**src/logic/mem_fabric_pkg.sv**
```systemverilog
`default_nettype none

package mem_fabric_pkg;

  // ==================================================
  // Bus widths
  // ==================================================
  // Core side byte address
  localparam int ADDR_W = 32;
  // One full word per access, no strobes
  localparam int DATA_W = 32;
  // Debug module APB space, low bits of core address
  localparam int APB_ADDR_W = 13;
  // RAM word index from core address bits 13:2
  localparam int RAM_AW = 12;

  // ==================================================
  // Debug window
  // ==================================================
  // Byte range routed to APB while in debug mode
  localparam logic [ADDR_W-1:0] DEBUG_AREA_START = 32'h0000_0800;
  // Last byte, inclusive
  localparam logic [ADDR_W-1:0] DEBUG_AREA_END = 32'h0000_0FFF;

  // Data word shared by RAM, core ports and APB
  typedef logic [DATA_W-1:0] word_t;

endpackage

`default_nettype wire

```
**src/logic/fetch_router.sv**
```systemverilog
`timescale 1ns/1ps
`default_nettype none

module fetch_router (
  input  logic                                  clk,
  input  logic                                  reset_n,
  input  logic                                  i_debug_mode,
  // Core fetch port
  input  logic                                  i_imem_rready,
  input  logic [mem_fabric_pkg::ADDR_W-1:0]     i_imem_addr,
  output logic                                  o_imem_rvalid,
  output mem_fabric_pkg::word_t                 o_imem_rdata,
  // RAM port A
  output logic                                  o_ram_rd_en,
  output logic [mem_fabric_pkg::RAM_AW-1:0]     o_ram_addr,
  input  mem_fabric_pkg::word_t                 i_ram_rdata,
  // Fetch APB master
  output logic                                  o_dbg_req,
  output logic [mem_fabric_pkg::APB_ADDR_W-1:0] o_dbg_addr,
  input  logic                                  i_dbg_busy,
  input  logic                                  i_dbg_done,
  input  mem_fabric_pkg::word_t                 i_dbg_rdata
);

  import mem_fabric_pkg::*;

  logic hit_dbg;
  logic ram_valid_q;

  // Debug window only counts in debug mode
  assign hit_dbg = i_debug_mode && (i_imem_addr >= DEBUG_AREA_START) &&
                   (i_imem_addr <= DEBUG_AREA_END);

  // RAM path accepts every cycle
  assign o_ram_rd_en = i_imem_rready && !hit_dbg;
  assign o_ram_addr  = i_imem_addr[RAM_AW+1:2];

  // One APB read per held fetch, nothing while in flight
  assign o_dbg_req  = i_imem_rready && hit_dbg && !i_dbg_busy && !i_dbg_done;
  assign o_dbg_addr = i_imem_addr[APB_ADDR_W-1:0];

  always_ff @(posedge clk or negedge reset_n)
  begin
    if (!reset_n)
      ram_valid_q <= 1'b0;
    else
      ram_valid_q <= o_ram_rd_en;
  end

  // Merge both completions, data by which path finished
  assign o_imem_rvalid = ram_valid_q || i_dbg_done;
  assign o_imem_rdata  = i_dbg_done ? i_dbg_rdata : i_ram_rdata;

endmodule

`default_nettype wire

```
**config.mk**
```make
export PLATFORM = sky130hd
export DESIGN_NAME = fetch_router
export DESIGN_NICKNAME = d
export VERILOG_FILES = /design/src/logic/mem_fabric_pkg.sv /design/src/logic/fetch_router.sv
export SDC_FILE = /design/constraint.sdc
export NUM_CORES = 1
export LEC_CHECK = 0
export BUFFER_PORTS_ARGS = -buffer_cell sky130_fd_sc_hd__buf_2
export CAP_MARGIN = 20
export CORE_AREA = 2 2 62 64
export CTS_CLUSTER_SIZE = 8
export DETAILED_ROUTE_END_ITERATION = 10
export DIE_AREA = 0 0 64 66
export GPL_ROUTABILITY_DRIVEN = 0
export GPL_TIMING_DRIVEN = 0
export PLACE_DENSITY = 0.81
export SLEW_MARGIN = 20
export SYNTH_ARGS = -nofsm -noshare
export SYNTH_HDL_FRONTEND = slang
export SYNTH_SLANG_ARGS = --single-unit
```
**constraint.sdc**
```tcl
create_clock -name clk -period 1.38 [get_ports clk]
set_clock_uncertainty 0.15 [all_clocks]
set_input_delay 0.138 -clock clk [delete_from_list [all_inputs] [get_ports clk]]
set_output_delay 0.138 -clock clk [all_outputs]
set_load 0.01 [all_outputs]
```
=== Word-level counts from Yosys, hierarchy flattened ===
Cells that the tools add are included.

* Bits in registers: 1
* Input port bits: 102
* Output and inout port bits: 60
* Logic and storage cells: 14

* Order comparisons: 2
* Muxes and demuxes: 1
* Reduce and logical (&&, ||, !) cells: 10

{| class="wikitable"
|+ Operators with widths
! operator !! number
|-
| greater-or-equal comparator 32 x 12 -> 1 bit, second input constant || 1
|-
| <= comparator 32 x 12 -> 1 bit, second input constant || 1
|-
| 2-to-1 mux 32 bit || 1
|-
| logical AND 1 bit || 6
|-
| zero test 1 bit || 3
|-
| logical OR 1 bit || 1
|}

=== Logic depth before layout (Yosys ltp) ===
* Word-level depth: 6
* Mapped depth: 5
* Mapped depth without buffers: 3

=== Worst setup path after synthesis ===
No wires, ideal clock.

* Kind: input-to-output
* Start: input port i_imem_addr[14] (netlist name)
* End: output port o_dbg_req
* Data arrival time: 784 ps
* Required time: 1092 ps
* Path slack: 308 ps
* Stages on the path: 3
* Buffers on the path: 0
* Cells stage by stage: nor4b_2 nand4_1 nor3_2

* Cells in the longest elaborated chain, start to end: 6
* Elaborated cells between the ends (all ways): 7
* Those cells by class: order compare: 2; reduce/logical: 5

{| class="wikitable"
|+ RTL lines
! element !! line !! text
|-
| from (decl) || fetch_router.sv:10 || <nowiki>input logic [mem_fabric_pkg::ADDR_W-1:0] i_imem_addr,</nowiki>
|-
| greater-or-equal comparator 32 x 12 -> 1 bit || fetch_router.sv:31 || <nowiki>assign hit_dbg = i_debug_mode && (i_imem_addr >= DEBUG_AREA_START) &&</nowiki>
|-
| logical AND 1 bit || fetch_router.sv:31 ||
|-
| logical AND 1 bit * || fetch_router.sv:31 ||
|-
| logical AND 1 bit * (3 in a row) || fetch_router.sv:39 || <nowiki>assign o_dbg_req = i_imem_rready && hit_dbg && !i_dbg_busy && !i_dbg_done;</nowiki>
|-
| to (decl) || fetch_router.sv:18 || <nowiki>output logic o_dbg_req,</nowiki>
|}

Every way passes the cells marked *; elsewhere a longest branch is shown, timed or not.

=== Final worst setup path ===
* Start: input port i_imem_addr[27] (netlist name)
* End: output port o_ram_rd_en

* Cells in the longest elaborated chain, start to end: 5
* Elaborated cells between the ends (all ways): 6
* Those cells by class: order compare: 2; reduce/logical: 4

{| class="wikitable"
|+ RTL lines
! element !! line !! text
|-
| greater-or-equal comparator 32 x 12 -> 1 bit || fetch_router.sv:31 ||
|-
| logical AND 1 bit || fetch_router.sv:31 ||
|-
| logical AND 1 bit * || fetch_router.sv:31 ||
|-
| zero test 1 bit * || fetch_router.sv:35 || <nowiki>assign o_ram_rd_en = i_imem_rready && !hit_dbg;</nowiki>
|-
| logical AND 1 bit * || fetch_router.sv:35 ||
|-
| to (decl) || fetch_router.sv:14 || <nowiki>output logic o_ram_rd_en,</nowiki>
|}

Marks and branches as above.

==> metrics.txt <==
antenna-violating nets left 0; die area 4220 sq um; largest net degree at the start of global routing 11; grt total ovfl 0; Vias/cell 4.11; min Tclk post-route 1310 ps; Layout Utilization 0.436; RSZ-0062 raised after global routing false; Largest regs ram_valid_q (1); #FFs+latches synth 1; number of remaining DRC errors 0; Port Buffers 149; crit path max fanout 2; Max Fclk 764 MHz; fin area 1550 sq um; Initial Utilization 0.202; Largest register FFs 1; final wirelength 2.88 mm; DR iter-0 viols 8; synth cell count leaders mux2_2, buf_4, buf_6; layout cells sized above 1 0.951; fin crit share 0.949; WHS Path Cells 2; Sum Neg Setup Slack 0 ps; Crit Path Class input port to output port; primary flip-flop cell chosen by synthesis mapping dfrtp_1; io pins 162; Die W 64 um; first-pass GRT wire length 4.08 mm; crit-path max cell delay 270 ps; Worst EP arrival 1020 ps; fin. max-slew vios 0; num rows 22; most common cell in the netlist mux2_2; Slowest cell on crit path nor4_2; Clock transition at path regs 0 ps; power density over cell area 329 nW/um^2; syn_nets 177; initial antenna violation count 0; area share of the largest cell type after synthesis 0.470; worst slew pin tran 239 ps; wire length per cell 10.5 um; Crit path depth 5; filler instances 362; top cells by area, synth mux2_2, buf_4, buf_6, dfrtp_1, nor4_2; nets 329; Chip Height 66 um; Hold Vio Cnt, Final 0; cell taking the most area after synthesis mux2_2; Async S/R FF share, synth 1.00; half-perimeter wire length after placement 2.68 mm; Final setup viols 0; total chip power 509 uW; outcome finished clean; most frequent CP cell buf_2; max cap viols 0; Cell Area, Synth 718 sq um; placed cells 272; delay-heaviest family, CP simple AND/OR/NAND/NOR gates; sequential share of the synthesized area 0.0348; crit path buf inv count 2; Post-synth EDFFs 0; antenna diode count 0; CP Launch Type input port; via count 1121; core area 3550 sq um; gr usage total 0.115; vias in the first global route 1026; Setup crit end kind output port; Area growth syn-to-layout 116%; Slew headroom 0.839; worst vdd ir 0.172 mV; Synth cell types 15; Yosys warning count 0; static leakage 0.000895 uW; synthesized netlist cell count 75; final non-filler cell total 273; Post-CTS Setup Bufs 0; synthesized area per cell 9.58 sq um; Pre-antenna DRT Iters 2; Largest Register ram_valid_q; Cell Area, Placed 1520 sq um; worst min path class input port to flip-flop; crit-path cells buf_2 > nor4_2 > nand4_1 > o21a_1 > buf_2; Critical Path RT 1090 ps
## layout make-up
class / instances / area (sq um) / area share
Buffer: 29 / 233 / 0.150
Multi-Input combinational cell: 45 / 475 / 0.307
Sequential cell: 1 / 25.0 / 0.0162
Tap cell: 48 / 60.1 / 0.0388
Timing Repair Buffer: 150 / 756 / 0.488
## per-stage QoR
step,hold slack [ps],setup slack [ps]
floorplan,-308,308
global placement,-237,41.9
detailed placement,-232,55.1
CTS,249,48.6
global route,264,4.06
finish,248,70.8
## per-layer routing
metal  share of wire  global-route usage  vias to the layer above
li1                -                   -                      545
met1            0.30               0.106                      496
met2            0.57               0.264                       80
met3            0.12              0.0170                        0
met4               0             0.00543                        0
met5               0                   0                        -
## where the power goes
group	switching (uW)	internal, uW	leakage, uW	total, uW
combinational	186	291	0.000883	477
clock	0	0	0	0
sequential	0.234	31.3	0.0000117	31.5
## layout by cell type (no fill, tap or decap)
master         instances
buf_2                149
buf_4                 25
buf_6                  4
dfrtp_1                1
dlygate4sd3_1          1
mux2_1                 2
mux2_2                30
nand2_1                2
nand4_1                1
nor2_1                 2
nor3_2                 1
nor4_1                 1
nor4_2                 2
nor4b_2                1
nor4b_4                1
o21a_1                 1
or2_2                  1
## kinds of logic (layout without fill, tap and decap cells)
kind of cell	count (synthesis)	count (layout)	share of synthesized area
muxes	32	32	0.502
AOI/OAI and AO/OA	1	1	0.0105
DFF	1	1	0.0348
buffers and inverters	29	179	0.324
and+or+nand+nor	12	12	0.129
## timing repair
action	in CTS	in global routing
hold buffers	1	0
resized for setup	0	2
endpoints found under the setup margin	0	2
endpoints found under the hold margin	1	0
## worst paths after layout
kind | from | to | slack [ps]
worst max-delay path | i_imem_addr[27] | o_ram_rd_en | 70
worst min-delay path | i_imem_rready | ram_valid_q | 250
max in group asynchronous | reset_n | ram_valid_q | 680
min in group asynchronous | reset_n | ram_valid_q | 310
Note: power is estimated with default switching activity, not from simulation.
