File: src/logic/mem_fabric_pkg.sv
`default_nettype none

package mem_fabric_pkg;

  // ==================================================
  // Bus widths
  // ==================================================
  // Core side byte address
  localparam int ADDR_W = 32;
  // One full word per access, no strobes
  localparam int DATA_W = 32;
  // Debug module APB space, low bits of core address
  localparam int APB_ADDR_W = 13;
  // RAM word index from core address bits 13:2
  localparam int RAM_AW = 12;

  // ==================================================
  // Debug window
  // ==================================================
  // Byte range routed to APB while in debug mode
  localparam logic [ADDR_W-1:0] DEBUG_AREA_START = 32'h0000_0800;
  // Last byte, inclusive
  localparam logic [ADDR_W-1:0] DEBUG_AREA_END = 32'h0000_0FFF;

  // Data word shared by RAM, core ports and APB
  typedef logic [DATA_W-1:0] word_t;

endpackage

`default_nettype wire

File: src/logic/apb_two_master_arbiter.sv
`timescale 1ns/1ps
`default_nettype none

module apb_two_master_arbiter (
  input  logic                                  clk,
  input  logic                                  reset_n,
  // Master 0, data side
  input  logic                                  i_m0_psel,
  input  logic                                  i_m0_penable,
  input  logic [mem_fabric_pkg::APB_ADDR_W-1:0] i_m0_paddr,
  input  logic                                  i_m0_pwrite,
  input  mem_fabric_pkg::word_t                 i_m0_pwdata,
  output logic                                  o_m0_pready,
  output mem_fabric_pkg::word_t                 o_m0_prdata,
  // Master 1, fetch side
  input  logic                                  i_m1_psel,
  input  logic                                  i_m1_penable,
  input  logic [mem_fabric_pkg::APB_ADDR_W-1:0] i_m1_paddr,
  input  logic                                  i_m1_pwrite,
  input  mem_fabric_pkg::word_t                 i_m1_pwdata,
  output logic                                  o_m1_pready,
  output mem_fabric_pkg::word_t                 o_m1_prdata,
  // External port
  output logic                                  o_psel,
  output logic                                  o_penable,
  output logic [mem_fabric_pkg::APB_ADDR_W-1:0] o_paddr,
  output logic                                  o_pwrite,
  output mem_fabric_pkg::word_t                 o_pwdata,
  input  logic                                  i_pready,
  input  mem_fabric_pkg::word_t                 i_prdata
);

  import mem_fabric_pkg::*;

  // High from the access phase until pready
  logic ext_active;
  // Registered owner of the bus, 1 means fetch master
  logic grant_m1_q;
  // Master driving the external bus this cycle
  logic sel_m1;

  // ==================================================
  // Grant
  // ==================================================
  // Idle bus picks a winner, data master on a tie
  assign sel_m1 = ext_active ? grant_m1_q : !i_m0_psel;

  always_ff @(posedge clk or negedge reset_n)
  begin
    if (!reset_n)
    begin
      ext_active <= 1'b0;
      grant_m1_q <= 1'b0;
    end
    else if (!ext_active)
    begin
      // Setup cycle just shown, move to access
      if (i_m0_psel || i_m1_psel)
      begin
        ext_active <= 1'b1;
        grant_m1_q <= sel_m1;
      end
    end
    else if (i_pready)
      ext_active <= 1'b0;
  end

  // ==================================================
  // External bus
  // ==================================================
  // First grant cycle is always setup
  assign o_psel    = ext_active || i_m0_psel || i_m1_psel;
  assign o_penable = ext_active;
  assign o_paddr   = sel_m1 ? i_m1_paddr  : i_m0_paddr;
  assign o_pwrite  = sel_m1 ? i_m1_pwrite : i_m0_pwrite;
  assign o_pwdata  = sel_m1 ? i_m1_pwdata : i_m0_pwdata;

  // Response only to the owner, and only in its access phase
  assign o_m0_pready = ext_active && !grant_m1_q && i_m0_penable && i_pready;
  assign o_m1_pready = ext_active &&  grant_m1_q && i_m1_penable && i_pready;
  assign o_m0_prdata = !grant_m1_q ? i_prdata : '0;
  assign o_m1_prdata =  grant_m1_q ? i_prdata : '0;

  // Access phase always follows a setup cycle with psel
  a_penable_psel: assert property (@(posedge clk) disable iff (!reset_n)
    o_penable |-> (o_psel && $past(o_psel)));

  // Owner keeps its request up for the whole access phase
  a_owner_holds: assert property (@(posedge clk) disable iff (!reset_n)
    ext_active |-> (grant_m1_q ? i_m1_psel : i_m0_psel));

endmodule

`default_nettype wire

File: config.mk
export PLATFORM = sky130hd
export DESIGN_NAME = apb_two_master_arbiter
export DESIGN_NICKNAME = d
export VERILOG_FILES = /design/src/logic/mem_fabric_pkg.sv /design/src/logic/apb_two_master_arbiter.sv
export SDC_FILE = /design/constraint.sdc
export NUM_CORES = 1
export LEC_CHECK = 0
export ABC_AREA = 1
export BUFFER_PORTS_ARGS = -buffer_cell sky130_fd_sc_hd__buf_2
export CAP_MARGIN = 20
export CORE_AREA = 4 4 94 96
export DETAILED_ROUTE_END_ITERATION = 8
export DIE_AREA = 0 0 98 100
export MAX_ROUTING_LAYER = met4
export SLEW_MARGIN = 20
export SYNTH_ARGS = -nofsm -noshare
export SYNTH_HDL_FRONTEND = slang
export SYNTH_SLANG_ARGS = --single-unit
File: constraint.sdc
create_clock -name clk -period 0.99 [get_ports clk]
set_input_delay 0 -clock clk [delete_from_list [all_inputs] [get_ports clk]]
set_output_delay 0 -clock clk [all_outputs]
set_load 0.1 [all_outputs]
### Yosys cells after proc, flatten, opt, wreduce, memory -nomap -nowiden

Cells that the tools add are included.

* bitwise gates (word level): 1
* reduce and logical (&&, ||, !) cells: 12
* multiplexer cells: 9

Operators with widths (count)
* 2-to-1 mux 32 bit: 3
* 2-to-1 mux 13 bit: 1
* logical AND 1 bit: 6
* 2-to-1 mux 1 bit: 5
* logical OR 1 bit: 3
* logical NOT 1 bit: 2
* AND reduction 2 bit: 1
* inverter 1 bit: 1

* input bits: 131
* bits in registers: 2
* output and inout bits: 114
* logic and storage cells: 24

### Longest topological paths before layout

* word-level depth: 4
* gate-level depth with buffers: 6
* mapped depth without buffers: 4

### Worst setup path before layout

Ideal clock, no wire load.

* path type: reg-to-output
* start point: register ext_active (netlist: o_penable)
* end point: output o_m1_pready
* setup slack: -1.797 ns
* data arrival time: 2.787 ns
* stages on the path, launching flop included: 5
* path through: dfrtp_1 nand2_1 buf_4 buf_6 nor3b_2

* cells in the longest elaborated chain, start to end: 3

RTL lines
* start: declaration: RTL line apb_two_master_arbiter.sv:36 `logic ext_active;`
* start signal: assignment: RTL line apb_two_master_arbiter.sv:52 `ext_active <= 1'b0;`
* start signal: assignment: RTL line apb_two_master_arbiter.sv:60 `ext_active <= 1'b1;`
* start signal: assignment: RTL line apb_two_master_arbiter.sv:65 `ext_active <= 1'b0;`
* logical AND 1 bit (3 in a row): RTL line apb_two_master_arbiter.sv:80 `assign o_m1_pready = ext_active && grant_m1_q && i_m1_penable && i_pready;`
* end: declaration: RTL line apb_two_master_arbiter.sv:21 `output logic o_m1_pready,`

No other way between the ends.

### Final worst setup path

* start point: register ext_active (netlist: o_penable)
* end point: output o_paddr[11] (netlist name)

* cells in the longest elaborated chain, start to end: 2

RTL lines
* 2-to-1 mux 1 bit: RTL line apb_two_master_arbiter.sv:46 `assign sel_m1 = ext_active ? grant_m1_q : !i_m0_psel;`
* 2-to-1 mux 13 bit: RTL line apb_two_master_arbiter.sv:74 `assign o_paddr = sel_m1 ? i_m1_paddr : i_m0_paddr;`
* end: declaration: RTL line apb_two_master_arbiter.sv:26 `output logic [mem_fabric_pkg::APB_ADDR_W-1:0] o_paddr,`

No other way between the ends.

==> reports/qor.csv <==
metric,value,unit
CP arrival,1470,ps
failing checks,setup timing,
CP max stage cell,dfrtp_4,
H-tree depth,1,
pre-CTS WS,-299,ps
CP max FO,38,
Post-DP HPWL,8470,um
count of cell types in the netlist,15,
CP max stage delay,500,ps
Synthesized Nets,436,
Final ANT Viol Nets,0,
hold crit path type,in2reg,
initial core utilization,16.3,%
# Max-Cap Violations,0,
crit share post-route,148,%
setup violators final,115,
via count,2834,
Lkg Pwr,2.88,nW
largest net degree at the start of global routing,39,
IO Pins,245,
TritonCTS clock tree,yes,
Max-slew headroom,74.5,%
Setup TNS Final,-45550,ps
Top Metal Used,met4,
total routed wirelength,9580,um
Clock Tree Buf Depth,2,
Core Footprint,8050,sq um
Worst Slack Setup Final,-480,ps
vias in the first global route,3034,
WP data required,990,ps
Synth Register Bits,2,
area grow syn2layout,341,%
Worst R2R Path Depth,4,
outcome,"complete, but fails checks",
n_diodes,0,
CP Launch Type,flop,
Vias/cell,4.29,
Final #Nets,689,
Final Hold Viols,0,
"most common cell after layout, fill and taps aside",buf_2,
CP endpoint kind,output pin,
FP Rows,33,
die footprint,9800,sq um
DRT Pass-1 Iters,6,
metal3 WL,760,um
Worst-path clk slew,30,ps
Iteration-0 DRC Markers,48,
Syn Area/Cell,4.31,sq um
clock latency on the worst-skew pair,210,ps
first-pass GRT wire length,14500,um
Highest Clock Rate,680,MHz
Num CTS Buffers,3,
routed length per placed instance,14.5,um
Final Core Density,71.9,%
Post-Synthesis Cells,305,
gr ovfl total,0,
Worst Setup Path Type,reg2out,
share of layout cells above drive strength 1,78.2,%
hold slack,55.0,ps
Met1 Wirelength,3080,um
chip width,98,um
DIE HEIGHT,100,um
total track usage,18.5,%
fin. max-slew vios,0,
Worst-Margin Slew,381,ps
initial antenna violation count,0,
# DRC,0,
crit path cell chain,"o21ai_4, buf_12, nand2_1, nand2_4, buf_12",
Max VDD drop,0.00182,V
WL met2,5580,um
RSZ-0062 raised after global routing,true,
Tmin final,1470,ps
register area share after synthesis,3.81,%
Yosys warnings,0,
clock sinks,2,
Worst Hold Depth,3,
Buffers on Ports,244,
Root Buffer,clkbuf_8,
Power Density,2310,nW/um^2
"commonest cells after routing, fill and taps aside","130 x buf_2, 118 x buf_12, 80 x nand2_4",
worst clock skew,5.58,ps
CP most frequent cell,buf_12,
Syn Std Cell Area,1310,sq um
GPL Wtd Cong,0.857,
## registers in the layout (all words and copies together) (netlist names)
register    flops
grant_m1_q      1
o_penable       1
## layer usage
layer  vias to the layer above  GRT usage, %
li1                       1390             -
met1                      1286          17.7
met2                       146          38.1
met3                        12          4.31
met4                         0          2.45
met5                         -             -
## what timing repair did
item                       CTS  global route
pin swaps                    1             2
gates resized for setup     21            11
setup buffers                0             1
setup endpoints to repair  115           115
gates cloned                 0             5
hold endpoints to repair     2             0
hold buffers                 1             0
## critical path, delay by kind of cell (launching register included)
family                 cells  cell delay [ps]
AOI/OAI and AO/OA          1              170
buffers and inverters      2              380
DFF                        1              500
and+or+nand+nor            2              200
## final timing paths
| kind | from | endpoint | slack [ps] |
|---|---|---|---|
| max in group asynchronous | reset_n | o_penable | 740 |
| min in group asynchronous | reset_n | grant_m1_q | 130 |
| worst min register to register | o_penable | o_penable | 720 |
| worst max-delay path | o_penable | o_paddr[11] | -480 |
| worst min-delay path | i_m1_psel | grant_m1_q | 50 |
| worst max register to register | o_penable | grant_m1_q | -20 |
## through the flow
stage                     cell area [sq um]  instances  power [mW]
after CTS                              5600        655        13.1
final                                  5790        661        13.4
after floorplan                        2430        305        8.45
after detailed placement               5470        651        12.7
after global routing                   5790        661        13.8
after global placement                 5470        651        12.6
## Yosys cell counts
library cell	number	area [sq um]
o21ai_0	1	5.00
clkbuf_1	5	18.8
nor2_1	36	135
inv_2	1	3.75
buf_6	5	56.3
nor3b_2	1	12.5
buf_2	6	30.0
nand2_1	129	484
buf_4	2	15.0
dfrtp_1	2	50.1
nand3_1	46	230
a21oi_1	1	5.00
buf_1	3	11.3
o21ai_2	1	8.76
inv_1	66	248
## report_power, final
group | switching, mW | internal (mW) | leakage, nW
sequential | 0.0408 | 0.114 | 0.0223
combinational | 8.39 | 4.52 | 2.84
clock | 0.0604 | 0.257 | 0.0216
## kinds of logic after synthesis
kind of cell	after synthesis	synth area share, %
AOI/OAI and AO/OA	3	1.43
buffers and inverters	88	29.1
and+or+nand+nor	212	65.6
DFF	2	3.81
## layout make-up
cell class	count	area [sq um]
fill	578	2260
timing repair buffer	269	3380
multi-input combinational	215	1810
tap	105	131
clock buffer	3	41.3
inverter	67	372
sequential	2	57.6
No activity file was read; power rests on OpenSTA's default activity.
