File: config.mk
export PLATFORM = sky130hd
export DESIGN_NAME = data_router
export DESIGN_NICKNAME = d
export VERILOG_FILES = /design/src/logic/mem_fabric_pkg.sv /design/src/logic/data_router.sv
export SDC_FILE = /design/constraint.sdc
export NUM_CORES = 1
export LEC_CHECK = 0
export ABC_AREA = 0
export BUFFER_PORTS_ARGS = -buffer_cell sky130_fd_sc_hd__buf_2
export CAP_MARGIN = 5
export CORE_AREA = 2 2 116 118
export CTS_BUF_LIST = sky130_fd_sc_hd__clkbuf_2
export DETAILED_ROUTE_END_ITERATION = 10
export DIE_AREA = 0 0 118 120
export SLEW_MARGIN = 30
export SYNTH_ARGS = -nofsm -noshare
export SYNTH_HDL_FRONTEND = slang
export SYNTH_SLANG_ARGS = --single-unit
export TNS_END_PERCENT = 5
File: constraint.sdc
create_clock -name clk -period 2.4 [get_ports clk]
set_input_delay 0.12 -clock clk [delete_from_list [all_inputs] [get_ports clk]]
set_output_delay 0.12 -clock clk [all_outputs]
set_load 0.02 [all_outputs]
File: src/logic/mem_fabric_pkg.sv
`default_nettype none

package mem_fabric_pkg;

  // ==================================================
  // Bus widths
  // ==================================================
  // Core side byte address
  localparam int ADDR_W = 32;
  // One full word per access, no strobes
  localparam int DATA_W = 32;
  // Debug module APB space, low bits of core address
  localparam int APB_ADDR_W = 13;
  // RAM word index from core address bits 13:2
  localparam int RAM_AW = 12;

  // ==================================================
  // Debug window
  // ==================================================
  // Byte range routed to APB while in debug mode
  localparam logic [ADDR_W-1:0] DEBUG_AREA_START = 32'h0000_0800;
  // Last byte, inclusive
  localparam logic [ADDR_W-1:0] DEBUG_AREA_END = 32'h0000_0FFF;

  // Data word shared by RAM, core ports and APB
  typedef logic [DATA_W-1:0] word_t;

endpackage

`default_nettype wire

File: src/logic/data_router.sv
`timescale 1ns/1ps
`default_nettype none

module data_router #(
  parameter logic [mem_fabric_pkg::ADDR_W-1:0] TOHOST_ADDR = 32'h8000_1000
) (
  input  logic                                  clk,
  input  logic                                  reset_n,
  input  logic                                  i_debug_mode,
  // Core data port
  input  logic                                  i_dmem_rready,
  input  logic                                  i_dmem_wvalid,
  input  logic [mem_fabric_pkg::ADDR_W-1:0]     i_dmem_addr,
  input  mem_fabric_pkg::word_t                 i_dmem_wdata,
  output logic                                  o_dmem_rvalid,
  output logic                                  o_dmem_wready,
  output mem_fabric_pkg::word_t                 o_dmem_rdata,
  // RAM port B
  output logic                                  o_ram_rd_en,
  output logic                                  o_ram_wr_en,
  output logic [mem_fabric_pkg::RAM_AW-1:0]     o_ram_addr,
  output mem_fabric_pkg::word_t                 o_ram_wdata,
  input  mem_fabric_pkg::word_t                 i_ram_rdata,
  // Data APB master
  output logic                                  o_dbg_req,
  output logic [mem_fabric_pkg::APB_ADDR_W-1:0] o_dbg_addr,
  output logic                                  o_dbg_write,
  output mem_fabric_pkg::word_t                 o_dbg_wdata,
  input  logic                                  i_dbg_busy,
  input  logic                                  i_dbg_done,
  input  mem_fabric_pkg::word_t                 i_dbg_rdata,
  // Test result
  output mem_fabric_pkg::word_t                 o_tohost
);

  import mem_fabric_pkg::*;

  logic hit_dbg;
  logic ram_rvalid_q;
  // Pending debug access is a write
  logic dbg_write_q;

  assign hit_dbg = i_debug_mode && (i_dmem_addr >= DEBUG_AREA_START) &&
                   (i_dmem_addr <= DEBUG_AREA_END);

  // ==================================================
  // RAM and APB steering
  // ==================================================
  // Write wins if both are raised, port B does one thing
  assign o_ram_wr_en = i_dmem_wvalid && !hit_dbg;
  assign o_ram_rd_en = i_dmem_rready && !i_dmem_wvalid && !hit_dbg;
  assign o_ram_addr  = i_dmem_addr[RAM_AW+1:2];
  assign o_ram_wdata = i_dmem_wdata;

  assign o_dbg_req   = hit_dbg && (i_dmem_rready || i_dmem_wvalid) &&
                       !i_dbg_busy && !i_dbg_done;
  assign o_dbg_addr  = i_dmem_addr[APB_ADDR_W-1:0];
  assign o_dbg_write = i_dmem_wvalid;
  assign o_dbg_wdata = i_dmem_wdata;

  always_ff @(posedge clk or negedge reset_n)
  begin
    if (!reset_n)
    begin
      ram_rvalid_q <= 1'b0;
      dbg_write_q  <= 1'b0;
      o_tohost     <= '0;
    end
    else
    begin
      ram_rvalid_q <= o_ram_rd_en;
      if (o_dbg_req)
        dbg_write_q <= i_dmem_wvalid;
      // Test result lands with the RAM write
      if (o_ram_wr_en && (i_dmem_addr == TOHOST_ADDR))
        o_tohost <= i_dmem_wdata;
    end
  end

  // ==================================================
  // Completion merge
  // ==================================================
  // RAM write completes in the same cycle
  assign o_dmem_wready = o_ram_wr_en || (i_dbg_done && dbg_write_q);
  assign o_dmem_rvalid = ram_rvalid_q || (i_dbg_done && !dbg_write_q);
  assign o_dmem_rdata  = i_dbg_done ? i_dbg_rdata : i_ram_rdata;

endmodule

`default_nettype wire

Word-level counts from Yosys, hierarchy flattened
Cells that the tools add are included.

storage, ports and cells
  register bits after elaboration = 34
  input bits = 135
  output and inout bits = 159
  logic and storage cells = 26

cells by class
  magnitude comparators = 2
  eq/ne operators = 1
  mux-type cells = 1
  reductions and logical operators = 19

operators by type and width
  cell                                                   count
  == test 32 bit, second input constant                  1
  >= comparator 32 x 12 -> 1 bit, second input constant  1
  <= comparator 32 x 12 -> 1 bit, second input constant  1
  2-to-1 mux 32 bit                                      1
  logical AND 1 bit                                      11
  zero test 1 bit                                        5
  logical OR 1 bit                                       3

Logic depth before layout (Yosys ltp)
  depth in word-level cells = 6
  gate-level depth with buffers = 5
  gate-level depth less buffers = 4

Worst setup path after synthesis
No wires, ideal clock.

  kind = input port to flip-flop
  from = input port i_dmem_addr[25] (netlist bit)
  to = register o_tohost[0]
  library setup time = 0.125 ns
  arrival time = 1.539 ns
  data required time = 2.275 ns
  setup slack = 0.736 ns
  cell stages on the path = 5
  path buffers = 1
  path through = nor4_1 nand3_1 nor4_4 buf_6 mux2_2

between the ends
  longest elaborated chain between the ends = 6
  elaborated cells on any way between the ends = 8
  classes of those cells = order compare (2); eq/ne (1); reduce/logical (5)

ends and longest elaborated chain
  what                             line               text
  start: declaration               data_router.sv:13  input logic [mem_fabric_pkg::ADDR_W-1:0] i_dmem_addr,
  >= comparator 32 x 12 -> 1 bit   data_router.sv:43  assign hit_dbg = i_debug_mode && (i_dmem_addr >= DEBUG_AREA_START) &&
  logical AND 1 bit (2 in series)  data_router.sv:43
  zero test 1 bit                  data_router.sv:50  assign o_ram_wr_en = i_dmem_wvalid && !hit_dbg;
  logical AND 1 bit                data_router.sv:50
  logical AND 1 bit *              data_router.sv:75  if (o_ram_wr_en && (i_dmem_addr == TOHOST_ADDR))
  end signal: assignment           data_router.sv:76  o_tohost <= i_dmem_wdata;
  end: declaration                 data_router.sv:33  output mem_fabric_pkg::word_t o_tohost

Every way passes the cells marked *; elsewhere a longest branch is shown, timed or not.
A chain may end at the register's enable or synchronous reset.

Final worst setup path
  from = input port i_dmem_addr[25] (netlist bit)
  to = output port o_dmem_wready

between the ends
  longest elaborated chain between the ends = 6
  elaborated cells on any way between the ends = 7
  classes of those cells = order compare (2); reduce/logical (5)

ends and longest elaborated chain
  what                            line               text
  >= comparator 32 x 12 -> 1 bit  data_router.sv:43
  logical AND 1 bit               data_router.sv:43
  logical AND 1 bit *             data_router.sv:43
  zero test 1 bit *               data_router.sv:50
  logical AND 1 bit *             data_router.sv:50
  logical OR 1 bit *              data_router.sv:84  assign o_dmem_wready = o_ram_wr_en || (i_dbg_done && dbg_write_q);
  end: declaration                data_router.sv:16  output logic o_dmem_wready,

Marks and branches as above.

==> flow_summary.rst <==
.. list-table::
   :header-rows: 1

   * - Metric
     - Value
   * - Status
     - complete, no violations
   * - Wire length of the first global-routing pass
     - 11600 um
   * - Library cell occupying the most area in the post-synthesis netlist
     - sky130_fd_sc_hd__dfrtp_1
   * - Number of design rule violations left after detail routing
     - 0
   * - Data required, critical path
     - roughly 2.3 ns
   * - Worst setup path startpoint
     - i_dmem_addr[25]
   * - Highest-count cells in the layout ignoring fill and taps
     - sky130_fd_sc_hd__buf_2 (293), sky130_fd_sc_hd__mux2_2 (62), sky130_fd_sc_hd__dlygate4sd3_1 (35)
   * - Min Clock Period, post-route
     - around 1.5 ns
   * - Total die area
     - between 10000 and 15000 um^2
   * - Antenna cells
     - 0
   * - Share of cells above drive strength 1
     - between 70% and 80%
   * - Vias per cell
     - between 3 and 4
   * - Count of state elements after synthesis
     - 34
   * - Commonest non-fill, non-tap cell in the layout
     - sky130_fd_sc_hd__buf_2
   * - Number of max-slew violations in the final report
     - 0
   * - Total I/O pin count
     - 294
   * - Synthesized area per cell
     - 11.2 um^2
   * - CTS Root Buffer Type
     - sky130_fd_sc_hd__clkbuf_2
   * - Row Count
     - between 40 and 50
   * - Floorplan die width
     - between 100 and 150 um
   * - Data arrival time of the critical path
     - between 1 and 1.5 ns
   * - Count of H-tree levels built during CTS
     - 2
   * - Final Core Density
     - approximately 30%
   * - Actual transition at the worst max-transition pin
     - 0.752 ns
   * - Capture point of the worst reg-to-reg path
     - o_tohost[15]
   * - Clock latency reported for the late side of the worst-skew pair
     - about 0.36 ns
   * - Async SR Flop Fraction
     - 100%
   * - Detailed-placement wirelength estimate
     - between 6000 and 7000 um
   * - Peak clock frequency supported by timing
     - roughly 650 MHz
   * - Clock Path Buffers
     - 2
   * - Count of input and output buffers
     - 293
   * - Remaining global-route overflow
     - 0
   * - Final nets
     - roughly 600
   * - Number of antenna violations at the first check in global routing
     - 0
   * - Total global-route track usage
     - 10.2%
   * - Number of global-route vias before repair
     - approximately 2.3k
   * - Setup repair after global routing missed its margin
     - no
   * - Critical path endpoint category
     - primary output
   * - IR drop worst, VDD
     - between 100 and 150 uV
   * - Final clock skew
     - 0 ns
   * - Maximum fanout count along the critical path
     - 5
   * - DRC violation total after the first TritonRoute iteration
     - 22
   * - YS warnings
     - 0
   * - Synthesized netlist net count
     - approximately 360
   * - # placed instances
     - 596
   * - Min-Delay Path Class
     - input pin to flip-flop
   * - CORE AREA
     - approximately 13000 um^2
   * - Area of all placed cells without fillers
     - ~3900 um^2
   * - FF-to-FF path depth
     - 1
   * - Largest cells by area after synthesis
     - sky130_fd_sc_hd__dfrtp_1 (34%), sky130_fd_sc_hd__mux2_2 (28%), sky130_fd_sc_hd__buf_4 (27%), sky130_fd_sc_hd__nor4_1 (1.5%), sky130_fd_sc_hd__buf_6 (1.4%)
   * - Crit Reg-Reg Startpoint
     - o_tohost[15]
   * - Capturing instance or port of the critical path
     - o_dmem_wready
   * - Starting Density
     - between 10% and 20%
   * - Proportion of synthesized chip area in sequential cells
     - between 30% and 40%
   * - Maximum number of pins on one net before global-route repair
     - 35
   * - Cell area reported after detailed placement
     - between 3000 and 4000 um^2
   * - # setup viols final
     - 0
   * - Clock net sink count
     - 34
   * - Detailed-router iteration count before antenna repair
     - 4
   * - Flip-flop cell with the highest count after synthesis
     - sky130_fd_sc_hd__dfrtp_1
   * - Post-detailed-routing wire length
     - about 8000 um
   * - Number of synthesized flops with an enable pin
     - 0
   * - Relative area change from synthesis to final layout
     - 55.8%
   * - Distinct cell type count after synthesis
     - 21
   * - Clock tree from TritonCTS
     - done
   * - Die Y-Extent
     - 120 um
   * - Number of standard cells in the layout, taps in and fillers out
     - ~640
   * - Clock-pin slew reported for the worst setup and hold paths after clock tree synthesis
     - about 0.19 ns
   * - Combined area of all synthesized cells
     - ~2500 um^2
   * - Synth top area share
     - 34.3%
   * - Gate Count Post-Synth
     - about 220
   * - Startpoint-to-endpoint class of the critical path
     - input pin to primary output
   * - Antenna viol nets, final
     - 0
   * - Wire length per cell
     - ~12 um
   * - Critical Path Start Type
     - input pin
   * - Sum Neg Setup Slack
     - 0 ns
   * - Static leakage
     - ~0.0022 uW
   * - Resize count post-CTS
     - 0
   * - Final critical-path share of the clock period
     - a little under two thirds
   * - Hold Vio Cnt, Final
     - 0
   * - Cell Pwr Density
     - approximately 360 nW/um^2
   * - Number of CTS-inserted buffers
     - 5
   * - Worst relative slew slack
     - between 40 and 50%
   * - Setup slack, reg-to-reg
     - ~1.6 ns
   * - Number of max-cap violations
     - 0
   * - Total number of vias
     - roughly 2.5k
   * - Routability congestion estimate from global placement
     - around 0.76
[logic make-up after synthesis]
group / after synthesis / share of synthesized area, %
compound gates: 5 / 1.62
buf+inv: 99 / 29.5
flops: 34 / 34.3
mux: 64 / 29.1
simple gates: 20 / 5.40
[state kept, by name, indices dropped and copies added, names as in the netlist]
name,count
o_tohost,32
dbg_write_q,1
ram_rvalid_q,1
[layout make-up]
type / instances / area, um^2
Sequential cell: 34 / 851
Multi-Input combinational cell: 89 / 895
Tap cell: 176 / 220
Clock buffer: 5 / 25.0
Timing Repair Buffer: 330 / 1840
Fill cell: 1345 / 9120
Inverter: 2 / 7.51
Clock inverter: 3 / 16.3
[how the worst min path moves through the flow]
stage	start	end	cells past startpoint
6_report	i_dbg_busy	dbg_write_q	4
3_3_place_gp	reset_n	o_tohost[9]	1
3_5_place_dp	reset_n	o_tohost[9]	1
5_1_grt	i_dbg_busy	dbg_write_q	4
2_1_floorplan	reset_n	dbg_write_q	0
4_1_cts	i_dbg_busy	dbg_write_q	4
[report_power, final]
part	internal, uW	switching, uW
registers	574	0.265
logic	241	304
clock network	66.6	197
total	881	501
[synth_stat cells, types with 3 or more instances]
cell type / number
sky130_fd_sc_hd__buf_4: 90
sky130_fd_sc_hd__mux2_2: 62
sky130_fd_sc_hd__dfrtp_1: 34
sky130_fd_sc_hd__nor4_1: 6
sky130_fd_sc_hd__buf_1: 3
sky130_fd_sc_hd__buf_6: 3
sky130_fd_sc_hd__nor3_1: 3
[stage by stage]
step	hold slack, ns	worst slack (ns)	power (uW)
after floorplan	-0.176	0.736	933
after CTS	0.0730	0.855	1420
after detailed placement	0.240	0.547	1090
after global routing	0.0929	0.788	1460
after global placement	0.224	0.569	1080
final	0.127	0.864	1380
[critical path, cell delays in order]
cell	delay, ns
sky130_fd_sc_hd__buf_2	0.10
sky130_fd_sc_hd__nor4_1	0.29
sky130_fd_sc_hd__nand3_1	0.25
sky130_fd_sc_hd__o31a_1	0.35
sky130_fd_sc_hd__a21o_1	0.16
sky130_fd_sc_hd__buf_2	0.15
[layer usage]
metal | track usage (%) | wire [um] | share of wire [%] | up-vias
li1 | - | - | - | 1150
met1 | 9.84 | 2720 | 34 | 1127
met2 | 21.8 | 4480 | 57 | 169
met3 | 1.66 | 612 | 7.7 | 6
met4 | 2.94 | 80 | 1.0 | 0
met5 | 0 | 0 | 0 | -
[timing repair]
action / in CTS / in global routing
endpoints found under the setup margin: 0 / 0
hold buffers: 35 / 0
endpoints found under the hold margin: 68 / 0
setup buffers: 0 / 0
(Power assumes the default switching activity.)
