### config.mk
export PLATFORM = sky130hd
export DESIGN_NAME = apb_req_master
export DESIGN_NICKNAME = d
export VERILOG_FILES = /design/src/logic/mem_fabric_pkg.sv /design/src/logic/apb_req_master.sv
export SDC_FILE = /design/constraint.sdc
export NUM_CORES = 1
export LEC_CHECK = 0
export BUFFER_PORTS_ARGS = -buffer_cell sky130_fd_sc_hd__buf_4
export CAP_MARGIN = 5
export CORE_ASPECT_RATIO = 1.1
export CORE_MARGIN = 1.5
export CORE_UTILIZATION = 41
export DETAILED_ROUTE_END_ITERATION = 10
export PLACE_DENSITY = 0.84
export SYNTH_ARGS = -nofsm -noshare
export SYNTH_HDL_FRONTEND = slang
export SYNTH_SLANG_ARGS = --single-unit
### constraint.sdc
create_clock -name clk -period 3.65 [get_ports clk]
set_input_delay 0.1825 -clock clk [delete_from_list [all_inputs] [get_ports clk]]
set_output_delay 0.1825 -clock clk [all_outputs]
set_load 0.01 [all_outputs]
### src/logic/mem_fabric_pkg.sv
`default_nettype none

package mem_fabric_pkg;

  // ==================================================
  // Bus widths
  // ==================================================
  // Core side byte address
  localparam int ADDR_W = 32;
  // One full word per access, no strobes
  localparam int DATA_W = 32;
  // Debug module APB space, low bits of core address
  localparam int APB_ADDR_W = 13;
  // RAM word index from core address bits 13:2
  localparam int RAM_AW = 12;

  // ==================================================
  // Debug window
  // ==================================================
  // Byte range routed to APB while in debug mode
  localparam logic [ADDR_W-1:0] DEBUG_AREA_START = 32'h0000_0800;
  // Last byte, inclusive
  localparam logic [ADDR_W-1:0] DEBUG_AREA_END = 32'h0000_0FFF;

  // Data word shared by RAM, core ports and APB
  typedef logic [DATA_W-1:0] word_t;

endpackage

`default_nettype wire

### src/logic/apb_req_master.sv
`timescale 1ns/1ps
`default_nettype none

module apb_req_master #(
  parameter bit HAS_WRITE = 1'b1
) (
  input  logic                                clk,
  input  logic                                reset_n,
  // Request side, from router
  input  logic                                i_req,
  input  logic [mem_fabric_pkg::APB_ADDR_W-1:0] i_addr,
  input  logic                                i_write,
  input  mem_fabric_pkg::word_t               i_wdata,
  output logic                                o_busy,
  output logic                                o_done,
  output mem_fabric_pkg::word_t               o_rdata,
  // APB side, toward arbiter
  output logic                                o_psel,
  output logic                                o_penable,
  output logic [mem_fabric_pkg::APB_ADDR_W-1:0] o_paddr,
  output logic                                o_pwrite,
  output mem_fabric_pkg::word_t               o_pwdata,
  input  logic                                i_pready,
  input  mem_fabric_pkg::word_t               i_prdata
);

  import mem_fabric_pkg::*;

  typedef enum logic [1:0] {
    ST_IDLE,
    ST_SETUP,
    ST_ACCESS
  } state_t;

  state_t                state_q;
  logic                  accept;
  logic                  finish;
  logic [APB_ADDR_W-1:0] addr_q;

  // New request only taken from idle
  assign accept = (state_q == ST_IDLE) && i_req;
  // Transfer ends on access cycle with pready
  assign finish = (state_q == ST_ACCESS) && i_pready;

  // ==================================================
  // State and completion
  // ==================================================
  always_ff @(posedge clk or negedge reset_n)
  begin
    if (!reset_n)
    begin
      state_q <= ST_IDLE;
      o_done  <= 1'b0;
    end
    else
    begin
      o_done <= finish;
      case (state_q)
        ST_IDLE:   if (accept) state_q <= ST_SETUP;
        ST_SETUP:  state_q <= ST_ACCESS;
        ST_ACCESS: if (i_pready) state_q <= ST_IDLE;
        default:   state_q <= ST_IDLE;
      endcase
    end
  end

  // Address and read data are payload
  always_ff @(posedge clk)
  begin
    if (accept)
      addr_q <= i_addr;
    if (finish)
      o_rdata <= i_prdata;
  end

  assign o_busy    = (state_q != ST_IDLE);
  assign o_psel    = (state_q != ST_IDLE);
  assign o_penable = (state_q == ST_ACCESS);
  assign o_paddr   = addr_q;

  // Write path only for the data side instance
  generate
    if (HAS_WRITE)
    begin : g_write
      logic  write_q;
      word_t wdata_q;

      always_ff @(posedge clk or negedge reset_n)
      begin
        if (!reset_n)
          write_q <= 1'b0;
        else if (accept)
          write_q <= i_write;
      end

      always_ff @(posedge clk)
      begin
        if (accept)
          wdata_q <= i_wdata;
      end

      assign o_pwrite = write_q;
      assign o_pwdata = wdata_q;
    end
    else
    begin : g_read_only
      assign o_pwrite = 1'b0;
      assign o_pwdata = '0;
    end
  endgenerate

  // Address held from setup until the transfer finishes
  a_paddr_stable: assert property (@(posedge clk) disable iff (!reset_n)
    (o_psel && !finish) |=> $stable(o_paddr));

endmodule

`default_nettype wire

* After elaboration in Yosys (flattened, before gate mapping)
Index checks and enable logic that the tools add are counted.
** Word-level totals
- Register bits after elaboration :: 81
- Bits in latches :: 0
- Memory bits (read-only) :: 0
- Input port bits :: 82
- Memories kept :: 0
- Memory bits (writable) :: 0
** Cells by class
- Order comparisons :: 0
- Equality and inequality tests :: 4
- Shift operators :: 0
- Divide/modulo/power cells :: 0
- Reduce and logical (&&, ||, !) cells :: 5
- Bitwise logic cells :: 0
- Add/subtract/negate cells :: 0
- Multiplexer cells :: 3
- $mul :: 0
** Operator list (count)
- $pmux 2 s3 :: 1
- $mux 2 :: 2
- $eq 2x1->1 const B :: 1
- $eq 2x2->1 const B :: 1
- $logic_and 1x1->1 :: 2
- $logic_not 2->1 :: 1
- $ne 2x1->1 const B :: 1
- $ne 2x2->1 const B :: 1
- $reduce_and 2->1 :: 1
- $reduce_bool 2->1 :: 1

* Logic depth before layout (Yosys ltp)
Gate-level depths: netlist of the first run.
- Depth after elaboration :: 4
- Gate-level depth with buffers :: 2
- Mapped depth without buffers :: 2

* Worst setup path before layout of the first run
OpenSTA, ideal clock, no wires.
- Kind :: register -> register
- Start point :: register state_q[0]
- End point :: register g_write.write_q, in the netlist o_pwrite
- Arrival time :: 2673 ps
- Required time :: 3523 ps
- Library setup time :: 127 ps
- Stages on the path, launching flop included :: 3
- Path slack :: 850 ps
- Buffers on the path :: 0
- Cell sequence :: dfrtp_1 nor3b_2 mux2_1
** On the way
- Cells in the longest elaborated chain, start to end :: 2
** RTL lines
- start, declared :: RTL line apb_req_master.sv:35 : state_t state_q;
- start signal, assigned :: RTL line apb_req_master.sv:52 : state_q <= ST_IDLE;
- start signal, assigned :: RTL line apb_req_master.sv:59 : ST_IDLE: if (accept) state_q <= ST_SETUP;
- start signal, assigned :: RTL line apb_req_master.sv:60 : ST_SETUP: state_q <= ST_ACCESS;
- $logic_not 2->1 :: RTL line apb_req_master.sv:41 : assign accept = (state_q == ST_IDLE) && i_req;
- $logic_and 1x1->1 :: RTL line apb_req_master.sv:41
- via accept :: RTL line apb_req_master.sv:36 : logic accept;
- end signal, assigned :: RTL line apb_req_master.sv:93 : write_q <= i_write;
- end, declared :: RTL line apb_req_master.sv:85 : logic write_q;
The timed path passes the listed nets, and every way through them passes these cells.
A chain may end at the register's enable or synchronous reset.

* Final worst setup path of the first run
- Start point :: register state_q[1]
- End point :: register g_write.write_q, in the netlist o_pwrite
The elaborated chain is that of the path after synthesis.

==> metrics.txt, run 1 <==
die footprint 6540 sq um; first-pass GRT wire length 8142 um; post-route setup slack 1993 ps; total global-route track usage 17.63%; clock tree from TritonCTS yes; vias post-DR 1685; number of resized instances in the post-cts repair step 0; Via density 4.354; Cells after Synth 90; Starting Density 42.82%; number of enable flip-flop cells after synthesis 77; worst vdd ir 374.4 uV; global placer's final weighted congestion 0.7206; accumulated negative setup slack 0 ps; Mapped Nets 172; end of the worst hold path o_rdata[11]; reg2reg start state_q[1]; total routed wirelength 6444 um; post-synthesis share of cell area spent on full adders, half adders and majority gates 0%; post-synthesis instance area 2486 sq um; launching element type of the critical path register; relative max-transition margin 63.12%; leading area contributor after synthesis sky130_fd_sc_hd__edfxtp_1; FF-to-FF End o_pwrite; outcome completed; Core Region 5806 sq um; library cell used as clock root buffer sky130_fd_sc_hd__clkbuf_8; floorplan die width 77.25 um; unrepaired setup endpoints after global routing no; Clock transition at path regs 80 ps; required time worst endpoint 3870 ps; Antenna Diode Count 0; Inserted Clock Buffers 9; share of synthesized cell area in and, or, nand and nor gates 1.812%; static leakage 1.852 nW; number of antenna violations at the first check in global routing 0; post-layout total power 2.508 mW; worst endpoint data arrival time 1880 ps; classification of the worst-slack hold path primary input to register; setup skew after layout 7.371 ps; Clk Latency, worst-skew pair 340 ps; most frequent cells after synthesis 77 x sky130_fd_sc_hd__edfxtp_1, 4 x sky130_fd_sc_hd__dfrtp_1; filler cell count in the final layout 348; area occupied by multi-input gates 72.57 sq um; number of sinks handled by clock tree synthesis 81; count of routing violations after the opening detailed-route iteration 68; mux contribution to synthesized area 0.8556%; FF-to-FF path depth 3; flip-flop and latch area 2412 sq um; final worst path period share 45.39%; Combinational Power Share 21.9%; clock tree buffer depth 2; portion of synthesized cell area occupied by the leading cell type 93.00%; total internal power 1.886 mW; share of post-route cells with drive strength above 1 57.74%; dominant synthesized flop cell sky130_fd_sc_hd__edfxtp_1; largest net degree at the start of global routing 47; number of unique standard cell types used by synthesis 11; cell with the most instances after synthesis sky130_fd_sc_hd__edfxtp_1; remaining number of nets flagged by the antenna check after routing 0; routed len/inst 16.65 um; final number of hold-violating endpoints 0; PortBufs 163; aggregate global routing overflow 0; number of H-tree levels 3; Slew Viols, Final 0; Die Y-Extent 84.67 um; worst reg-to-reg setup slack 1990 ps; Worst Setup End Kind register; count of unresolved DRC violations after routing 0; peak fanout along the critical path 46; worst-margin pin slew 553.3 ps; shortest period the worst path allows 1657 ps; largest cells by area after synthesis sky130_fd_sc_hd__edfxtp_1 93%, sky130_fd_sc_hd__dfrtp_1 4.0%, sky130_fd_sc_hd__nor3b_2 0.50%, sky130_fd_sc_hd__mux2_1 0.45%, sky130_fd_sc_hd__mux2i_1 0.40%; count of maximum capacitance violations 0; Sequential Power Share 51.0%; clock share of power 27.1%; vias in the first global route 1679; minimum hold slack 17.76 ps; sequential area share after synthesis 97.03%; flops & latches, synth 81; compound-gate portion of the synthesized area 0%; final net count 387; FFs w/ async S/R, synth 4.938%; number of cell rows 29; power density of the placed cells 566.1 nW/um^2; highest attainable clock frequency 603.6 MHz; largest family of logic cells by synthesized area simple AND/OR/NAND/NOR gates; area growth from synthesis to final layout 78.21%; Setup violations, final 0; origin of the worst min-delay path i_prdata[11]; CP Class register to register; post-synthesis share of cell area spent on xor and xnor gates 0%; mean post-synth cell area 27.62 sq um; pre-CTS setup slack 2009 ps; number of detailed-route iterations in the first pass 4; power spent charging and discharging nets 622.1 uW; warnings from Yosys 0; number of top-level pins 164; switching portion of total power 24.80%; number of cells on the worst hold path 1
==> worst max-delay path by stage <==
stage	start	to	slack, ps	cells after the start
2_1_floorplan	state_q[0]	o_pwrite	850	2
3_3_place_gp	state_q[0]	o_pwrite	2060	3
3_5_place_dp	state_q[0]	o_pwrite	2010	3
4_1_cts	state_q[0]	o_pwrite	2000	3
5_1_grt	state_q[0]	o_pwrite	1910	3
6_report	state_q[1]	o_pwrite	1990	3
==> cells by family (layout without fill, tap and decap cells) <==
| kind of cell | count (synthesis) | after routing |
|---|---|---|
| buffers and inverters | 1 | 221 |
| DFF | 81 | 81 |
| muxes | 2 | 2 |
| and+or+nand+nor | 6 | 6 |
==> metrics by stage <==
step / area [sq um] / instances / utilization, %
finish: 4431 / 387 / 76.31
global route: 4431 / 387 / 76.31
CTS: 4230 / 367 / 72.87
detailed placement: 3820 / 331 / 65.80
global placement: 3820 / 331 / 65.80
floorplan: 2486 / 90 / -
==> sequential cells by signal, indices dropped and copies added (netlist names) <==
name,count
o_paddr,13
state_q,2
o_pwrite,1
o_pwdata,32
o_done,1
o_rdata,32
==> cells in the final DEF, fill, tap and decap left out <==
cell type	n
sky130_fd_sc_hd__mux2_1	1
sky130_fd_sc_hd__dlygate4sd3_1	40
sky130_fd_sc_hd__nor3b_1	1
sky130_fd_sc_hd__nor3b_4	1
sky130_fd_sc_hd__edfxtp_1	77
sky130_fd_sc_hd__nand2b_1	1
sky130_fd_sc_hd__or2_1	1
sky130_fd_sc_hd__mux2i_1	1
sky130_fd_sc_hd__clkbuf_1	1
sky130_fd_sc_hd__nor2b_1	1
sky130_fd_sc_hd__clkinv_1	2
sky130_fd_sc_hd__clkbuf_8	9
sky130_fd_sc_hd__clkinvlp_4	2
sky130_fd_sc_hd__bufinv_16	2
sky130_fd_sc_hd__and2_1	1
sky130_fd_sc_hd__buf_4	165
sky130_fd_sc_hd__dfrtp_1	4
==> area by class of cell <==
cell class                 instances  share of cell area (%)
clock inverter                     6                   1.864
multi-input combinational          8                   1.638
timing repair buffer             205                   37.00
sequential                        81                   54.45
tap                               77                   2.175
clock buffer                      10                   2.881
==> what timing repair did <==
action / in CTS / in global routing
buffers inserted: 0 / 0
hold buffers: 20 / 20
hold endpoints to repair: 23 / 20
==> per-layer routing <==
metal	vias to the layer above	wire length, um	track usage (%)	part of all wire (%)
met2	120	3262	29.67	51
met1	765	2120	15.63	33
met4	0	173	9.256	2.7
met3	15	887	12.17	14
li1	785	-	-	-
met5	-	0	0	0
==> power groups by stage <==
stage          logic (mW)  clock network (mW)  registers (mW)
4_1_cts             0.530               0.693            1.28
3_5_place_dp        0.511                   0            1.30
3_3_place_gp        0.499                   0            1.29
2_1_floorplan       0.109                   0            1.37
6_report            0.549               0.680            1.28
5_1_grt             0.582               0.727            1.29
==> worst max-delay path: stages, from the launching register on <==
cell,delay [ps]
sky130_fd_sc_hd__dfrtp_1,460
sky130_fd_sc_hd__nor3b_4,210
sky130_fd_sc_hd__buf_4,490
sky130_fd_sc_hd__mux2_1,370
(Power assumes the default switching activity.)
==> run 2, diff against run 1 <==
==> constraint.sdc (replaced) <==
create_clock -name clk -period 1.6 [get_ports clk]
set_input_delay 0.08 -clock clk [delete_from_list [all_inputs] [get_ports clk]]
set_output_delay 0.08 -clock clk [all_outputs]
set_load 0.01 [all_outputs]
==> metrics.txt, run 2 (synthesized netlist as in run 1, its figures left out) <==
outcome completed; Via density 4.442 (+2.0%); pre-CTS setup slack 222.0 ps (-1787 ps); Worst Setup End Kind register; worst endpoint data arrival time 1500 ps (-380 ps); Clock transition at path regs 70 ps (about the same); final net count 426 (+10%); final std cells w/o fill 425 (+9.8%); peak fanout along the critical path 28 (-39%); worst vdd ir 834.9 uV (+120%); floorplan die width 77.25 um (unchanged); highest attainable clock frequency 688.3 MHz (+14%); commonest non-fill, non-tap cell in the layout sky130_fd_sc_hd__buf_4; total global-route track usage 22.43% (+4.8 points); post-route setup slack 147.1 ps (-1846 ps); Placed Instances 331 (unchanged); number of detailed-route iterations in the first pass 4 (unchanged); post-layout total power 5.517 mW (+120%); count of maximum capacitance violations 0 (unchanged); total internal power 4.073 mW (+120%); filler cell count in the final layout 289 (-17%); power density of the placed cells 1152 nW/um^2 (+100%); flip-flop and latch area 2412 sq um (unchanged); die footprint 6540 sq um (unchanged); number of top-level pins 164 (unchanged); Combinational Power Share 25.0% (+3.1 points); routed len/inst 16.83 um (+1.1%); launching element type of the critical path register; total routed wirelength 7154 um (+11%); share of post-route cells with drive strength above 1 51.87% (-5.9 points); Starting Density 42.82% (unchanged); clock tree buffer depth 2 (unchanged); Clk Latency, worst-skew pair 340 ps (about the same); Die Y-Extent 84.67 um (unchanged); power spent charging and discharging nets 1.444 mW (+130%); Inserted Clock Buffers 9 (unchanged); final worst path period share 90.80% (+45 points); Slew Viols, Final 0 (unchanged); global placer's final weighted congestion 0.6761 (-6.2%); switching portion of total power 26.18% (+1.4 points); Setup violations, final 0 (unchanged); clock tree from TritonCTS yes; final number of hold-violating endpoints 0 (unchanged); vias in the first global route 2047 (+22%); static leakage 2.003 nW (+8.2%); count of unresolved DRC violations after routing 0 (unchanged); shortest period the worst path allows 1453 ps (-204.0 ps); largest net degree at the start of global routing 46 (-2.1%); count of routing violations after the opening detailed-route iteration 64 (-5.9%); aggregate global routing overflow 0 (unchanged); PortBufs 163 (unchanged); CP Class register to register; clock share of power 21.8% (-5.3 points); area growth from synthesis to final layout 92.70%; worst-margin pin slew 257.9 ps (-295.3 ps); required time worst endpoint 1650 ps (-2220 ps); unrepaired setup endpoints after global routing no; classification of the worst-slack hold path primary input to register; Sequential Power Share 53.2% (+2.2 points); vias post-DR 1888 (+12%); number of sinks handled by clock tree synthesis 81 (unchanged); area occupied by multi-input gates 75.07 sq um (+3.4%); setup skew after layout 5.083 ps (-2.287 ps); relative max-transition margin 82.80% (+20 points); number of cell rows 29 (unchanged); Core Region 5806 sq um (unchanged); number of H-tree levels 3 (unchanged); library cell used as clock root buffer sky130_fd_sc_hd__clkbuf_8; remaining number of nets flagged by the antenna check after routing 0 (unchanged); most frequent cells in the layout 163 x sky130_fd_sc_hd__buf_4, 79 x sky130_fd_sc_hd__dlygate4sd3_1, 77 x sky130_fd_sc_hd__edfxtp_1, 9 x sky130_fd_sc_hd__clkbuf_8, 4 x sky130_fd_sc_hd__dfrtp_1; number of antenna violations at the first check in global routing 1 (+1); minimum hold slack 40.54 ps (+22.77 ps); first-pass GRT wire length 10380 um (+27%)
## run 2: cell types whose count changed in the layout (fill, tap and decap cells not counted), moves of 2 or more
cell | before | now
sky130_fd_sc_hd__buf_12 | 0 | 2
sky130_fd_sc_hd__clkinv_2 | 0 | 3
sky130_fd_sc_hd__bufinv_16 | 2 | 0
sky130_fd_sc_hd__clkinv_1 | 2 | 0
sky130_fd_sc_hd__dlygate4sd3_1 | 40 | 79
sky130_fd_sc_hd__buf_4 | 165 | 163
## run 2: routing by layer
| layer | share of wire (%) | GRT usage [%] | up-vias |
|---|---|---|---|
| li1 | - | - | 862 |
| met1 | 35 | 23.75 | 869 |
| met2 | 52 | 38.28 | 131 |
| met3 | 10 | 10.65 | 26 |
| met4 | 3.1 | 9.421 | 0 |
| met5 | 0 | 0 | - |
## run 2: final timing paths
check                                start         end  slack [ps]  cells past startpoint
worst max-delay path            state_q[1]  o_rdata[0]         150                      3
worst min-delay path                 i_req  state_q[0]          40                      2
worst max register to register  state_q[1]  o_rdata[0]         150                      3
worst min register to register    o_pwrite    o_pwrite         560                      1
max in group asynchronous          reset_n      o_done        1420                      2
min in group asynchronous          reset_n  state_q[1]          70                      2
## run 2: repair_timing
action | CTS | global route
buffers inserted | 0 | 0
resized for setup | 0 | 0
hold endpoints to repair | 82 | 0
hold buffers | 79 | 0
## run 2: area by class of cell
cell class                      count  area share [%]
Clock inverter                      4          0.4701
Clock buffer                       10           2.664
Antenna cell                        1         0.05223
Tap cell                           77           2.011
Sequential cell                    81           50.35
Timing Repair Buffer              244           42.88
Multi-Input combinational cell      8           1.567
## run 2: critical path, cell delays in order (launching register included)
cell	delay, ps
sky130_fd_sc_hd__dfrtp_1	490
sky130_fd_sc_hd__nor2b_1	230
sky130_fd_sc_hd__and2_4	230
sky130_fd_sc_hd__buf_12	200
## run 2: power by group through the flow
stage	clock network [mW]	registers, mW	logic [mW]
2_1_floorplan	0	3.12	0.262
3_3_place_gp	0	2.94	1.19
4_1_cts	1.21	2.92	1.36
3_5_place_dp	0	2.96	1.21
5_1_grt	1.31	2.96	1.46
6_report	1.20	2.93	1.38
## run 2: through the flow
stage | util [%] | setup TNS, ps | area [sq um]
floorplan | - | -23050 | 2495
global placement | 66.27 | 0 | 3847
detailed placement | 66.27 | 0 | 3847
CTS | 82.48 | 0 | 4788
global route | 82.52 | 0 | 4791
finish | 82.52 | 0 | 4791
==> run 3, diff against run 2 <==
--- a/config.mk
+++ b/config.mk
@@ -12,6 +12,7 @@
 export CORE_UTILIZATION = 41
 export DETAILED_ROUTE_END_ITERATION = 10
 export PLACE_DENSITY = 0.84
+export SETUP_SLACK_MARGIN = 0.4
 export SYNTH_ARGS = -nofsm -noshare
 export SYNTH_HDL_FRONTEND = slang
 export SYNTH_SLANG_ARGS = --single-unit
==> metrics.txt, run 3 (synthesized netlist as in run 1, its figures left out) <==
number of cell rows 29 (unchanged); Die Y-Extent 84.67 um (unchanged); library cell used as clock root buffer sky130_fd_sc_hd__clkbuf_8; relative max-transition margin 85.99% (+3.2 points); total global-route track usage 25.04% (+2.6 points); die footprint 6540 sq um (unchanged); Worst Setup End Kind register; Clock transition at path regs 80 ps (about the same); share of post-route cells with drive strength above 1 54.42% (+2.5 points); Slew Viols, Final 0 (unchanged); aggregate global routing overflow 0 (unchanged); final cell utilization of the core 86.94% (+4.4 points); number of detailed-route iterations in the first pass 4 (unchanged); setup skew after layout 9.694 ps (+4.610 ps); routed len/inst 18.47 um (+9.7%); final net count 439 (+3.1%); highest attainable clock frequency 764.2 MHz (+11%); most frequent cells in the layout 166 x sky130_fd_sc_hd__buf_4, 79 x sky130_fd_sc_hd__dlygate4sd3_1, 77 x sky130_fd_sc_hd__edfxtp_1, 9 x sky130_fd_sc_hd__clkbuf_8, 5 x sky130_fd_sc_hd__and2_4; total routed wirelength 8147 um (+14%); pre-CTS setup slack 184.1 ps (-37.83 ps); minimum hold slack 16.00 ps (-24.53 ps); Setup violations, final 0 (unchanged); shortest period the worst path allows 1309 ps (-144.3 ps); clock tree from TritonCTS yes; power density of the placed cells 1265 nW/um^2 (+9.9%); slowest cell on the critical path sky130_fd_sc_hd__dfrtp_2; worst vdd ir 836.7 uV (+0.21%); static leakage 2.124 nW (+6.0%); number of antenna violations at the first check in global routing 2 (+1); outcome completed; remaining number of nets flagged by the antenna check after routing 0 (unchanged); floorplan die width 77.25 um (unchanged); largest net degree at the start of global routing 24 (-48%); required time worst endpoint 1650 ps (about the same); clock tree buffer depth 2 (unchanged); commonest non-fill, non-tap cell in the layout sky130_fd_sc_hd__buf_4; worst path buffer plus inverter count 2 (+1); post-route setup slack 291.4 ps (+144.3 ps); final worst path period share 81.79% (-9.0 points); count of maximum capacitance violations 0 (unchanged); count of routing violations after the opening detailed-route iteration 73 (+14%); vias in the first global route 2324 (+14%); longest individual stage delay on the worst path 460 ps (-30 ps); peak fanout along the critical path 11 (-61%); count of unresolved DRC violations after routing 0 (unchanged); area growth from synthesis to final layout 103.0%; unrepaired setup endpoints after global routing yes; CP Class register to register; vias post-DR 2018 (+6.9%); launching element type of the critical path register; worst endpoint data arrival time 1360 ps (-140 ps); Inserted Clock Buffers 9 (unchanged); Via density 4.576 (+3.0%); Core Region 5806 sq um (unchanged); number of H-tree levels 3 (unchanged); post-layout total power 6.385 mW (+16%); worst-margin pin slew 210.0 ps (-47.98 ps); Starting Density 42.82% (unchanged); hpwl dp 4046 um; Clk Latency, worst-skew pair 340 ps (about the same); classification of the worst-slack hold path primary input to register; cells along the critical path nor3b_4 -> buf_6 -> clkbuf_16; first-pass GRT wire length 11790 um (+14%); number of top-level pins 164 (unchanged); final number of hold-violating endpoints 0 (unchanged); dominant delay contributor by cell family on the critical path flip-flops; PortBufs 163 (unchanged); number of sinks handled by clock tree synthesis 81 (unchanged); global placer's final weighted congestion 0.7055 (+4.3%)
## run 3: cell count changes in the layout (fill, tap and decap cells not counted), sizes merged
| cell | delta |
|---|---|
| and2 | +4 |
| buf | +7 |
| bufinv | +3 |
| clkbuf | +2 |
| clkinv | -1 |
| diode | +1 |
## run 3: final timing paths
path                                  from         end  slack (ps)  cells past startpoint
worst max-delay path            state_q[0]  o_paddr[6]         290                      3
worst min-delay path                 i_req  state_q[0]          20                      2
worst max register to register  state_q[0]  o_paddr[6]         290                      3
worst min register to register    o_pwrite    o_pwrite         510                      1
max in group asynchronous          reset_n  state_q[0]        1420                      2
min in group asynchronous          reset_n  state_q[1]          70                      2
## run 3: metrics by stage
stage / area [sq um] / setup TNS [ps] / instances
after floorplan: 2497 / -23040 / 90
after global placement: 3830 / 0 / 330
after detailed placement: 3830 / 0 / 330
after CTS: 4965 / 0 / 435
after global routing: 5047 / 0 / 441
final: 5047 / 0 / 441
## run 3: report_power, final
group          internal (mW)  switching (mW)
combinational          0.974           0.742
clock                   1.03           0.708
sequential              2.79           0.146
## run 3: area by class of cell
cell class / count / area (sq um)
flip-flops and latches: 81 / 2415
repair buffers: 253 / 2180
fillers: 264 / 758.2
clock buffers: 10 / 127.6
multi-input cells: 12 / 117.6
clock inverters: 6 / 106.4
well taps: 77 / 96.34
diodes: 2 / 5.005
## run 3: per-layer routing
layer,share of wire [%],global-route usage (%),vias up
met5,0,0,-
met3,11,12.28,18
met4,1.7,8.099,0
met2,55,46.49,145
met1,33,23.81,957
li1,-,-,898
## run 3: timing repair
item / 4_1_cts / 5_1_grt
buffers inserted: 5 / 1
endpoints found under the setup margin: 81 / 81
pin swaps: 5 / 3
gates resized for setup: 8 / 3
hold buffers: 79 / 0
endpoints found under the hold margin: 82 / 0
gates cloned: 5 / 3
